### src/adc_trig_pkg.sv
package adc_trig_pkg;

    // stream format from the RF data converter
    localparam int TDATA_WIDTH = 128;
    localparam int LANE_WIDTH  = 16;
    localparam int LANES       = 8;
    localparam int ADC_WIDTH   = 12;

    // number of accepted beats folded into the baseline
    localparam int BASELINE_CALC_LEN = 16;

    // trigger level above baseline, percent of full scale
    localparam int THRESHOLD_PCT    = 10;
    localparam int THRESHOLD_COUNTS = ((1 << ADC_WIDTH) * THRESHOLD_PCT) / 100;

    localparam int EVENT_FIFO_DEPTH = 4;

    typedef logic [ADC_WIDTH-1:0] sample_t;

    // eight 12-bit samples need three extra bits
    typedef logic [ADC_WIDTH+$clog2(LANES)-1:0] beat_sum_t;

    typedef logic [$clog2(LANES)-1:0] lane_idx_t;

    typedef logic [31:0] timestamp_t;

    typedef logic [$clog2(BASELINE_CALC_LEN+1)-1:0] calc_cnt_t;

    // INIT is the baseline calculation, TRG is armed
    typedef enum logic [1:0] {
        EXEC_INIT = 2'b00,
        EXEC_IDLE = 2'b01,
        EXEC_TRG  = 2'b11
    } exec_state_t;

endpackage

### src/trig_event_if.sv
`timescale 1ns/10ps

interface trig_event_if;
    import adc_trig_pkg::*;

    // one trigger event with valid/ready handshake
    logic       valid;
    logic       ready;
    timestamp_t timestamp;
    lane_idx_t  lane;
    sample_t    sample;

    // detector side
    modport src (
        output valid,
        output timestamp,
        output lane,
        output sample,
        input  ready
    );

    // queue side
    modport dst (
        input  valid,
        input  timestamp,
        input  lane,
        input  sample,
        output ready
    );

endinterface
### src/adc_trigger_top.sv
`timescale 1ns/10ps

module adc_trigger_top (
    input  logic                                 AXIS_ACLK,
    input  logic                                 AXIS_ARESETN,
    input  logic [adc_trig_pkg::TDATA_WIDTH-1:0] s_axis_tdata,
    input  logic                                 s_axis_tvalid,
    output logic                                 s_axis_tready,
    input  logic                                 start,
    input  logic                                 arm,
    output adc_trig_pkg::sample_t                baseline,
    output logic                                 calc_complete,
    output logic                                 m_event_valid,
    input  logic                                 m_event_ready,
    output adc_trig_pkg::timestamp_t             m_event_timestamp,
    output adc_trig_pkg::lane_idx_t              m_event_lane,
    output adc_trig_pkg::sample_t                m_event_sample
);
    import adc_trig_pkg::*;

    exec_state_t exec_state;
    logic        beat_accept;

    // shared by the averager, the detector decides tready
    assign beat_accept = s_axis_tvalid & s_axis_tready;

    trig_event_if evt_if ();

    exec_state_ctrl exec_state_ctrl_inst (
        .AXIS_ACLK     (AXIS_ACLK),
        .AXIS_ARESETN  (AXIS_ARESETN),
        .start         (start),
        .arm           (arm),
        .calc_complete (calc_complete),
        .exec_state    (exec_state)
    );

    base_calc base_calc_inst (
        .AXIS_ACLK     (AXIS_ACLK),
        .AXIS_ARESETN  (AXIS_ARESETN),
        .exec_state    (exec_state),
        .tdata         (s_axis_tdata),
        .beat_accept   (beat_accept),
        .baseline      (baseline),
        .calc_complete (calc_complete)
    );

    threshold_detect threshold_detect_inst (
        .AXIS_ACLK    (AXIS_ACLK),
        .AXIS_ARESETN (AXIS_ARESETN),
        .exec_state   (exec_state),
        .tdata        (s_axis_tdata),
        .tvalid       (s_axis_tvalid),
        .tready       (s_axis_tready),
        .baseline     (baseline),
        .evt          (evt_if.src)
    );

    event_fifo event_fifo_inst (
        .AXIS_ACLK    (AXIS_ACLK),
        .AXIS_ARESETN (AXIS_ARESETN),
        .evt          (evt_if.dst),
        .m_valid      (m_event_valid),
        .m_ready      (m_event_ready),
        .m_timestamp  (m_event_timestamp),
        .m_lane       (m_event_lane),
        .m_sample     (m_event_sample)
    );

endmodule

### src/base_calc.sv
`timescale 1ns/10ps

module base_calc (
    input  logic                                 AXIS_ACLK,
    input  logic                                 AXIS_ARESETN,
    input  adc_trig_pkg::exec_state_t            exec_state,
    input  logic [adc_trig_pkg::TDATA_WIDTH-1:0] tdata,
    input  logic                                 beat_accept,
    output adc_trig_pkg::sample_t                baseline,
    output logic                                 calc_complete
);
    import adc_trig_pkg::*;

    beat_sum_t   beat_sum;
    sample_t     avg;
    sample_t     avg_next;
    calc_cnt_t   cnt;
    calc_cnt_t   cnt_base;
    exec_state_t state_d;
    logic        first_cycle;
    logic        take_beat;

    // sum of the low 12 bits of every lane
    always_comb
    begin
        beat_sum = '0;
        for (int i = 0; i < LANES; i++)
        begin
            beat_sum = beat_sum + beat_sum_t'(tdata[i*LANE_WIDTH +: ADC_WIDTH]);
        end
    end

    // first cycle of INIT restarts the count
    assign first_cycle = (exec_state == EXEC_INIT) && (state_d != EXEC_INIT);
    assign cnt_base    = first_cycle ? '0 : cnt;
    assign take_beat   = beat_accept && (exec_state == EXEC_INIT) &&
                         (cnt_base < calc_cnt_t'(BASELINE_CALC_LEN));

    // recursive halving average, floors at every step
    always_comb
    begin
        if (cnt_base == '0)
            avg_next = sample_t'(beat_sum / LANES);
        else
            avg_next = sample_t'((avg >> 1) + (beat_sum / (2 * LANES)));
    end

    always_ff @(posedge AXIS_ACLK)
    begin
        if (!AXIS_ARESETN)
        begin
            cnt           <= '0;
            calc_complete <= 1'b0;
            baseline      <= '0;
            state_d       <= EXEC_IDLE;
        end
        else
        begin
            state_d <= exec_state;
            if (first_cycle)
            begin
                cnt           <= '0;
                calc_complete <= 1'b0;
            end
            if (take_beat)
            begin
                cnt <= cnt_base + 1'b1;
                if (cnt_base == calc_cnt_t'(BASELINE_CALC_LEN - 1))
                begin
                    baseline      <= avg_next;
                    calc_complete <= 1'b1;
                end
            end
        end
    end

    // running average, only meaningful while counting
    always_ff @(posedge AXIS_ACLK)
    begin
        if (take_beat)
            avg <= avg_next;
    end

    a_cnt_in_range : assert property (
        @(posedge AXIS_ACLK) disable iff (!AXIS_ARESETN)
        cnt <= calc_cnt_t'(BASELINE_CALC_LEN)
    );

endmodule

### src/event_fifo.sv
`timescale 1ns/10ps

module event_fifo (
    input  logic                     AXIS_ACLK,
    input  logic                     AXIS_ARESETN,
    trig_event_if.dst                evt,
    output logic                     m_valid,
    input  logic                     m_ready,
    output adc_trig_pkg::timestamp_t m_timestamp,
    output adc_trig_pkg::lane_idx_t  m_lane,
    output adc_trig_pkg::sample_t    m_sample
);
    import adc_trig_pkg::*;

    timestamp_t                              ts_mem [EVENT_FIFO_DEPTH];
    lane_idx_t                               lane_mem [EVENT_FIFO_DEPTH];
    sample_t                                 sample_mem [EVENT_FIFO_DEPTH];
    logic [$clog2(EVENT_FIFO_DEPTH)-1:0]     wr_ptr;
    logic [$clog2(EVENT_FIFO_DEPTH)-1:0]     rd_ptr;
    logic [$clog2(EVENT_FIFO_DEPTH+1)-1:0]   count;
    logic                                    push;
    logic                                    pop;

    assign evt.ready = (count != EVENT_FIFO_DEPTH);
    assign push      = evt.valid && evt.ready;
    assign m_valid   = (count != '0);
    assign pop       = m_valid && m_ready;

    // head of queue straight from storage
    assign m_timestamp = ts_mem[rd_ptr];
    assign m_lane      = lane_mem[rd_ptr];
    assign m_sample    = sample_mem[rd_ptr];

    always_ff @(posedge AXIS_ACLK)
    begin
        if (push)
        begin
            ts_mem[wr_ptr]     <= evt.timestamp;
            lane_mem[wr_ptr]   <= evt.lane;
            sample_mem[wr_ptr] <= evt.sample;
        end
    end

    // pointers wrap naturally, depth is a power of two
    always_ff @(posedge AXIS_ACLK)
    begin
        if (!AXIS_ARESETN)
        begin
            wr_ptr <= '0;
            rd_ptr <= '0;
            count  <= '0;
        end
        else
        begin
            if (push)
                wr_ptr <= wr_ptr + 1'b1;
            if (pop)
                rd_ptr <= rd_ptr + 1'b1;
            if (push && !pop)
                count <= count + 1'b1;
            else if (pop && !push)
                count <= count - 1'b1;
        end
    end

    a_count_in_range : assert property (
        @(posedge AXIS_ACLK) disable iff (!AXIS_ARESETN)
        count <= EVENT_FIFO_DEPTH
    );

endmodule

### src/exec_state_ctrl.sv
`timescale 1ns/10ps

module exec_state_ctrl (
    input  logic                      AXIS_ACLK,
    input  logic                      AXIS_ARESETN,
    input  logic                      start,
    input  logic                      arm,
    input  logic                      calc_complete,
    output adc_trig_pkg::exec_state_t exec_state
);
    import adc_trig_pkg::*;

    exec_state_t state;
    exec_state_t state_next;
    logic        calc_complete_d;
    logic        calc_rise;

    // a stale flag from the previous run must not end a new calculation,
    // so only the rising edge counts
    assign calc_rise = calc_complete && !calc_complete_d;

    always_comb
    begin
        state_next = state;
        if (start)
        begin
            state_next = EXEC_INIT;
        end
        else
        begin
            case (state)
                EXEC_INIT:
                begin
                    if (calc_rise)
                        state_next = EXEC_IDLE;
                end
                EXEC_IDLE:
                begin
                    if (arm && calc_complete)
                        state_next = EXEC_TRG;
                end
                EXEC_TRG:
                begin
                    if (!arm)
                        state_next = EXEC_IDLE;
                end
                default:
                    state_next = EXEC_IDLE;
            endcase
        end
    end

    always_ff @(posedge AXIS_ACLK)
    begin
        if (!AXIS_ARESETN)
        begin
            state           <= EXEC_IDLE;
            calc_complete_d <= 1'b0;
        end
        else
        begin
            state           <= state_next;
            calc_complete_d <= calc_complete;
        end
    end

    assign exec_state = state;

    // armed operation relies on a finished baseline for its whole duration
    a_trg_needs_baseline : assert property (
        @(posedge AXIS_ACLK) disable iff (!AXIS_ARESETN)
        (state == EXEC_TRG) |-> calc_complete
    );

endmodule

### src/threshold_detect.sv
`timescale 1ns/10ps

module threshold_detect (
    input  logic                                 AXIS_ACLK,
    input  logic                                 AXIS_ARESETN,
    input  adc_trig_pkg::exec_state_t            exec_state,
    input  logic [adc_trig_pkg::TDATA_WIDTH-1:0] tdata,
    input  logic                                 tvalid,
    output logic                                 tready,
    input  adc_trig_pkg::sample_t                baseline,
    trig_event_if.src                            evt
);
    import adc_trig_pkg::*;

    logic               armed;
    logic               accept;
    logic               load;
    logic [ADC_WIDTH:0] limit;
    logic [LANES-1:0]   hit;
    lane_idx_t          hit_lane;
    sample_t            hit_sample;
    timestamp_t         ts_cnt;

    assign armed = (exec_state == EXEC_TRG);

    // stall only when armed and the event register cannot take a new hit
    assign tready = !armed || !evt.valid || evt.ready;
    assign accept = tvalid && tready;

    // extra bit keeps baseline plus threshold from wrapping
    assign limit = {1'b0, baseline} + (ADC_WIDTH + 1)'(THRESHOLD_COUNTS);

    always_comb
    begin
        for (int i = 0; i < LANES; i++)
        begin
            hit[i] = {1'b0, tdata[i*LANE_WIDTH +: ADC_WIDTH]} > limit;
        end
    end

    // downward scan so the lowest hit lane wins
    always_comb
    begin
        hit_lane   = '0;
        hit_sample = '0;
        for (int i = LANES - 1; i >= 0; i--)
        begin
            if (hit[i])
            begin
                hit_lane   = lane_idx_t'(i);
                hit_sample = tdata[i*LANE_WIDTH +: ADC_WIDTH];
            end
        end
    end

    assign load = accept && armed && (|hit);

    // beat index since arming, first armed beat is 0
    always_ff @(posedge AXIS_ACLK)
    begin
        if (!AXIS_ARESETN)
            ts_cnt <= '0;
        else if (!armed)
            ts_cnt <= '0;
        else if (accept)
            ts_cnt <= ts_cnt + 1'b1;
    end

    always_ff @(posedge AXIS_ACLK)
    begin
        if (!AXIS_ARESETN)
            evt.valid <= 1'b0;
        else if (load)
            evt.valid <= 1'b1;
        else if (evt.ready)
            evt.valid <= 1'b0;
    end

    always_ff @(posedge AXIS_ACLK)
    begin
        if (load)
        begin
            evt.timestamp <= ts_cnt;
            evt.lane      <= hit_lane;
            evt.sample    <= hit_sample;
        end
    end

    a_evt_hold : assert property (
        @(posedge AXIS_ACLK) disable iff (!AXIS_ARESETN)
        (evt.valid && !evt.ready) |=> (evt.valid && $stable(evt.timestamp) &&
                                       $stable(evt.lane) && $stable(evt.sample))
    );

endmodule

### config.mk
export PLATFORM = sky130hd
export DESIGN_NAME = adc_trigger_top
export DESIGN_NICKNAME = d
export VERILOG_FILES = /design/src/adc_trig_pkg.sv /design/src/trig_event_if.sv /design/src/adc_trigger_top.sv /design/src/base_calc.sv /design/src/event_fifo.sv /design/src/exec_state_ctrl.sv /design/src/threshold_detect.sv
export SDC_FILE = /design/constraint.sdc
export NUM_CORES = 1
export LEC_CHECK = 0
export BUFFER_PORTS_ARGS = -buffer_cell sky130_fd_sc_hd__buf_2
export CORE_MARGIN = 2
export CORE_UTILIZATION = 56
export CTS_BUF_LIST = sky130_fd_sc_hd__clkbuf_4
export DETAILED_ROUTE_END_ITERATION = 10
export PLACE_DENSITY = 0.78
export SLEW_MARGIN = 20
export SYNTH_ARGS = -nofsm -noshare
export SYNTH_HDL_FRONTEND = slang
export SYNTH_HIERARCHICAL = 1
export SYNTH_SLANG_ARGS = --single-unit
### constraint.sdc
create_clock -name AXIS_ACLK -period 6.35 [get_ports AXIS_ACLK]
set_clock_uncertainty 0.2 [all_clocks]
set_input_delay 0.635 -clock AXIS_ACLK [delete_from_list [all_inputs] [get_ports AXIS_ACLK]]
set_output_delay 0.635 -clock AXIS_ACLK [all_outputs]
set_load 0.005 [all_outputs]
==> results by group <==
Clock tree
  – H-Tree Depth: 3
  – Root Buffer: clkbuf_4
  – CTS tree: built
  – Clock-pin slew on the worst setup and hold paths: 0.06 ns
  – TritonCTS Sinks: 311
  – CTS Buffer Depth: 3
  – Cts bufs inserted: 75
  – Clock Latency Late Sink: 0.69 ns

Power
  – PwrDens: 506.7 nW/um2
  – Switching Fraction: 36.99%
  – Leak Pwr: 8.441 nW
  – Clock power frac: 15.4%
  – Net Sw Power: 3.996 mW
  – Power Internal: 6.806 mW
  – Total power: 10.80 mW
  – Comb pwr share: 62.1%
  – Reg power frac: 22.5%
  – Maximum VDD drop: 0.7701 mV

Die
  – Die H: 183.4 um
  – Ports: 196
  – Die area: 33620 um2
  – Core area: 31640 um2
  – Rows: 65
  – Initial core utilization: 56.95%
  – Die Wd: 183.4 um

Detailed routing
  – Routed via count: 13040
  – Total Routed Length: 45420 um
  – Antenna-violating nets left: 0
  – # DRC: 0
  – Drt pass-1 iters: 5
  – WL per Instance: 20.52 um
  – Via/cell ratio: 5.892
  – Starting DRT DRC Count: 1120

Logic synthesis
  – Cell count after synthesis: 1429
  – Synth cell count leaders: edfxtp_1 (246), ha_1 (136), inv_1 (107)
  – Synth area leader: edfxtp_1
  – Post-synth top area share: 41.00%
  – Main synth FF type: edfxtp_1
  – Netlist cell types: 87
  – Async set-reset flop share out of synthesis: 0%
  – Synth area leaders: edfxtp_1 (41%), ha_1 (9.4%), dfxtp_1 (7.2%)
  – Most common cell in the netlist: edfxtp_1
  – Register area share after synthesis: 48.23%
  – Mapped Nets: 1761
  – Seq cells post-synth: 311
  – Post-synth EDFFs: 246
  – Syn_area_per_cell: 12.61 um2
  – YS warnings: 6
  – Synthesized cell area: 18020 um2

Critical path
  – Kind of end point of the critical path: flop
  – Worst EP required: 6.59 ns
  – Setup crit start kind: primary input
  – Critical path peak fanout: 4
  – Arrival @ worst endpoint: 6.57 ns
  – Worst Setup Path Type: in2reg

Place
  – IO buf count: 163
  – Placed Cells: 2068
  – DPL Wire Length: 33470 um
  – Place WS: -0.8640 ns
  – GP Congestion: 1.034

STA
  – RSZ-0062 raised after global routing: yes
  – Fmax: 157.9 MHz
  – Post-route minimum period: 6.335 ns
  – Fin. Hold Viols: 0
  – Setup violations, final: 0
  – Setup ws final: 0.01506 ns
  – Setup TNS Final: 0 ns
  – Tcrit/Tclk final: 99.76%
  – Max Transition Viols Final: 0
  – Worst Max-Slew Pin Slew: 1.025 ns
  – Slew HR: 31.46%
  – Final Hold Slack: 0.1178 ns

Layout
  – Synth-to-Final Area Change: 18.34%
  – Final Net Count: 2082
  – Final instance count without filler cells: 2213
  – Share of layout cells above drive strength 1: 30.35%

Global routing
  – Largest net degree at the start of global routing: 48
  – Vias in the first global route: 13350
  – Initial antenna violation count: 3
  – First-pass GRT wire length: 70350 um
  – Overall Global Routing Usage: 27.53%
  – Grt ovf: 0

Min path
  – Min-delay worst type: in2reg

Run status
  – Status: finished, final reports clean

Run
  – Max_cap viols: 0
worst paths after layout:
path                                                          start                                   end  slack (ns)  cells past startpoint
worst max-delay path                                s_axis_tdata[1]                base_calc_inst/avg[11]        0.02                     27
worst min register to register  threshold_detect_inst/evt.sample[9]      event_fifo_inst/sample_mem[1][9]        0.27                      0
worst min-delay path                                  s_axis_tvalid       threshold_detect_inst/evt.valid        0.12                      3
worst max register to register           base_calc_inst/baseline[2]  threshold_detect_inst/evt.sample[11]        0.81                     18
worst max-delay path, cell delays in order:
cell and delay [ns]:
buf_8 0.09, inv_8 0.03, fa_2 0.56, inv_2 0.05
ha_4 0.15, buf_6 0.11, a21oi_4 0.15, o21ai_4 0.10
o311a_1 0.35, o21a_1 0.22, or2_4 0.24, fa_2 0.56
fa_1 0.43, fa_1 0.53, inv_2 0.05, ha_4 0.27
o211a_1 0.15, o21a_2 0.20, nor2_2 0.05, xnor2_1 0.25
ha_1 0.33, o21ai_1 0.10, nand2b_1 0.07, o311a_1 0.15
o311a_1 0.37, a21bo_2 0.21, o22a_1 0.17
metrics by stage:
stage	instance area [um2]	util, %
2_1_floorplan	18120	-
3_3_place_gp	20050	63.39
3_5_place_dp	20050	63.39
4_1_cts	21130	66.80
5_1_grt	21320	67.39
6_report	21320	67.39
kinds of logic after synthesis:
logic type               synth area share (%)
adder cells (fa/ha/maj)                 16.39
AO/OA/AOI/OAI                           11.58
buffers and inverters                   3.591
multiplexers                            7.014
flip-flops                              48.23
AND/OR/NAND/NOR                         9.841
XOR/XNOR                                3.354
per-layer routing:
metal	track usage, %	share of wire, %	up-vias
li1	-	-	6050
met1	36.03	41	6325
met2	45.14	47	561
met3	5.719	8.1	103
met4	11.10	3.2	0
met5	0	0	-
final cells by class:
type	count	area (um2)
antenna	2	5.005
timing repair buffer	282	1730
fill	2257	10320
inverter	107	411.6
multi-input combinational	973	8967
clock inverter	27	191.4
clock buffer	109	818.3
tap	402	503.0
sequential	311	8693
timing repair:
item	in CTS	in global routing
gates resized for setup	5	37
hold buffers	2	0
pin swaps	5	34
buffers inserted	2	3
setup endpoints to repair	4	12
hold endpoints to repair	2	0
power groups by stage:
stage | Sequential, mW | Clock (mW) | Combinational, mW
floorplan | 2.39 | 0 | 3.93
global placement | 2.49 | 0 | 5.81
detailed placement | 2.49 | 0 | 5.99
CTS | 2.44 | 1.71 | 6.25
global route | 2.46 | 1.80 | 7.31
finish | 2.44 | 1.66 | 6.70
layout by cell type (no fill, tap or decap), types with 16 or more instances in the layout:
cell	instances
fa_1	59
and3_1	23
clkinv_1	17
buf_4	117
inv_1	100
xor2_1	27
buf_2	161
a21o_1	19
ha_1	126
o21ai_0	51
xnor2_1	37
edfxtp_1	246
mux4_2	47
a21oi_1	43
nor2_1	97
nand3_1	38
mux2i_1	16
nor3_1	25
clkbuf_4	109
dfxtp_1	63
nand2_1	67
a211oi_1	21
nand4_1	18
registers in the layout, summed over array words and instances, names as in the netlist, 3 cells and up, named ones only:
signal / cells
base_calc_inst/avg: 11
base_calc_inst/baseline: 12
base_calc_inst/cnt: 5
event_fifo_inst/count: 3
event_fifo_inst/lane_mem: 12
event_fifo_inst/sample_mem: 48
event_fifo_inst/ts_mem: 128
threshold_detect_inst/evt.lane: 3
threshold_detect_inst/evt.sample: 12
threshold_detect_inst/evt.timestamp: 32
threshold_detect_inst/ts_cnt: 32
Power figures use the tool's default switching activity.
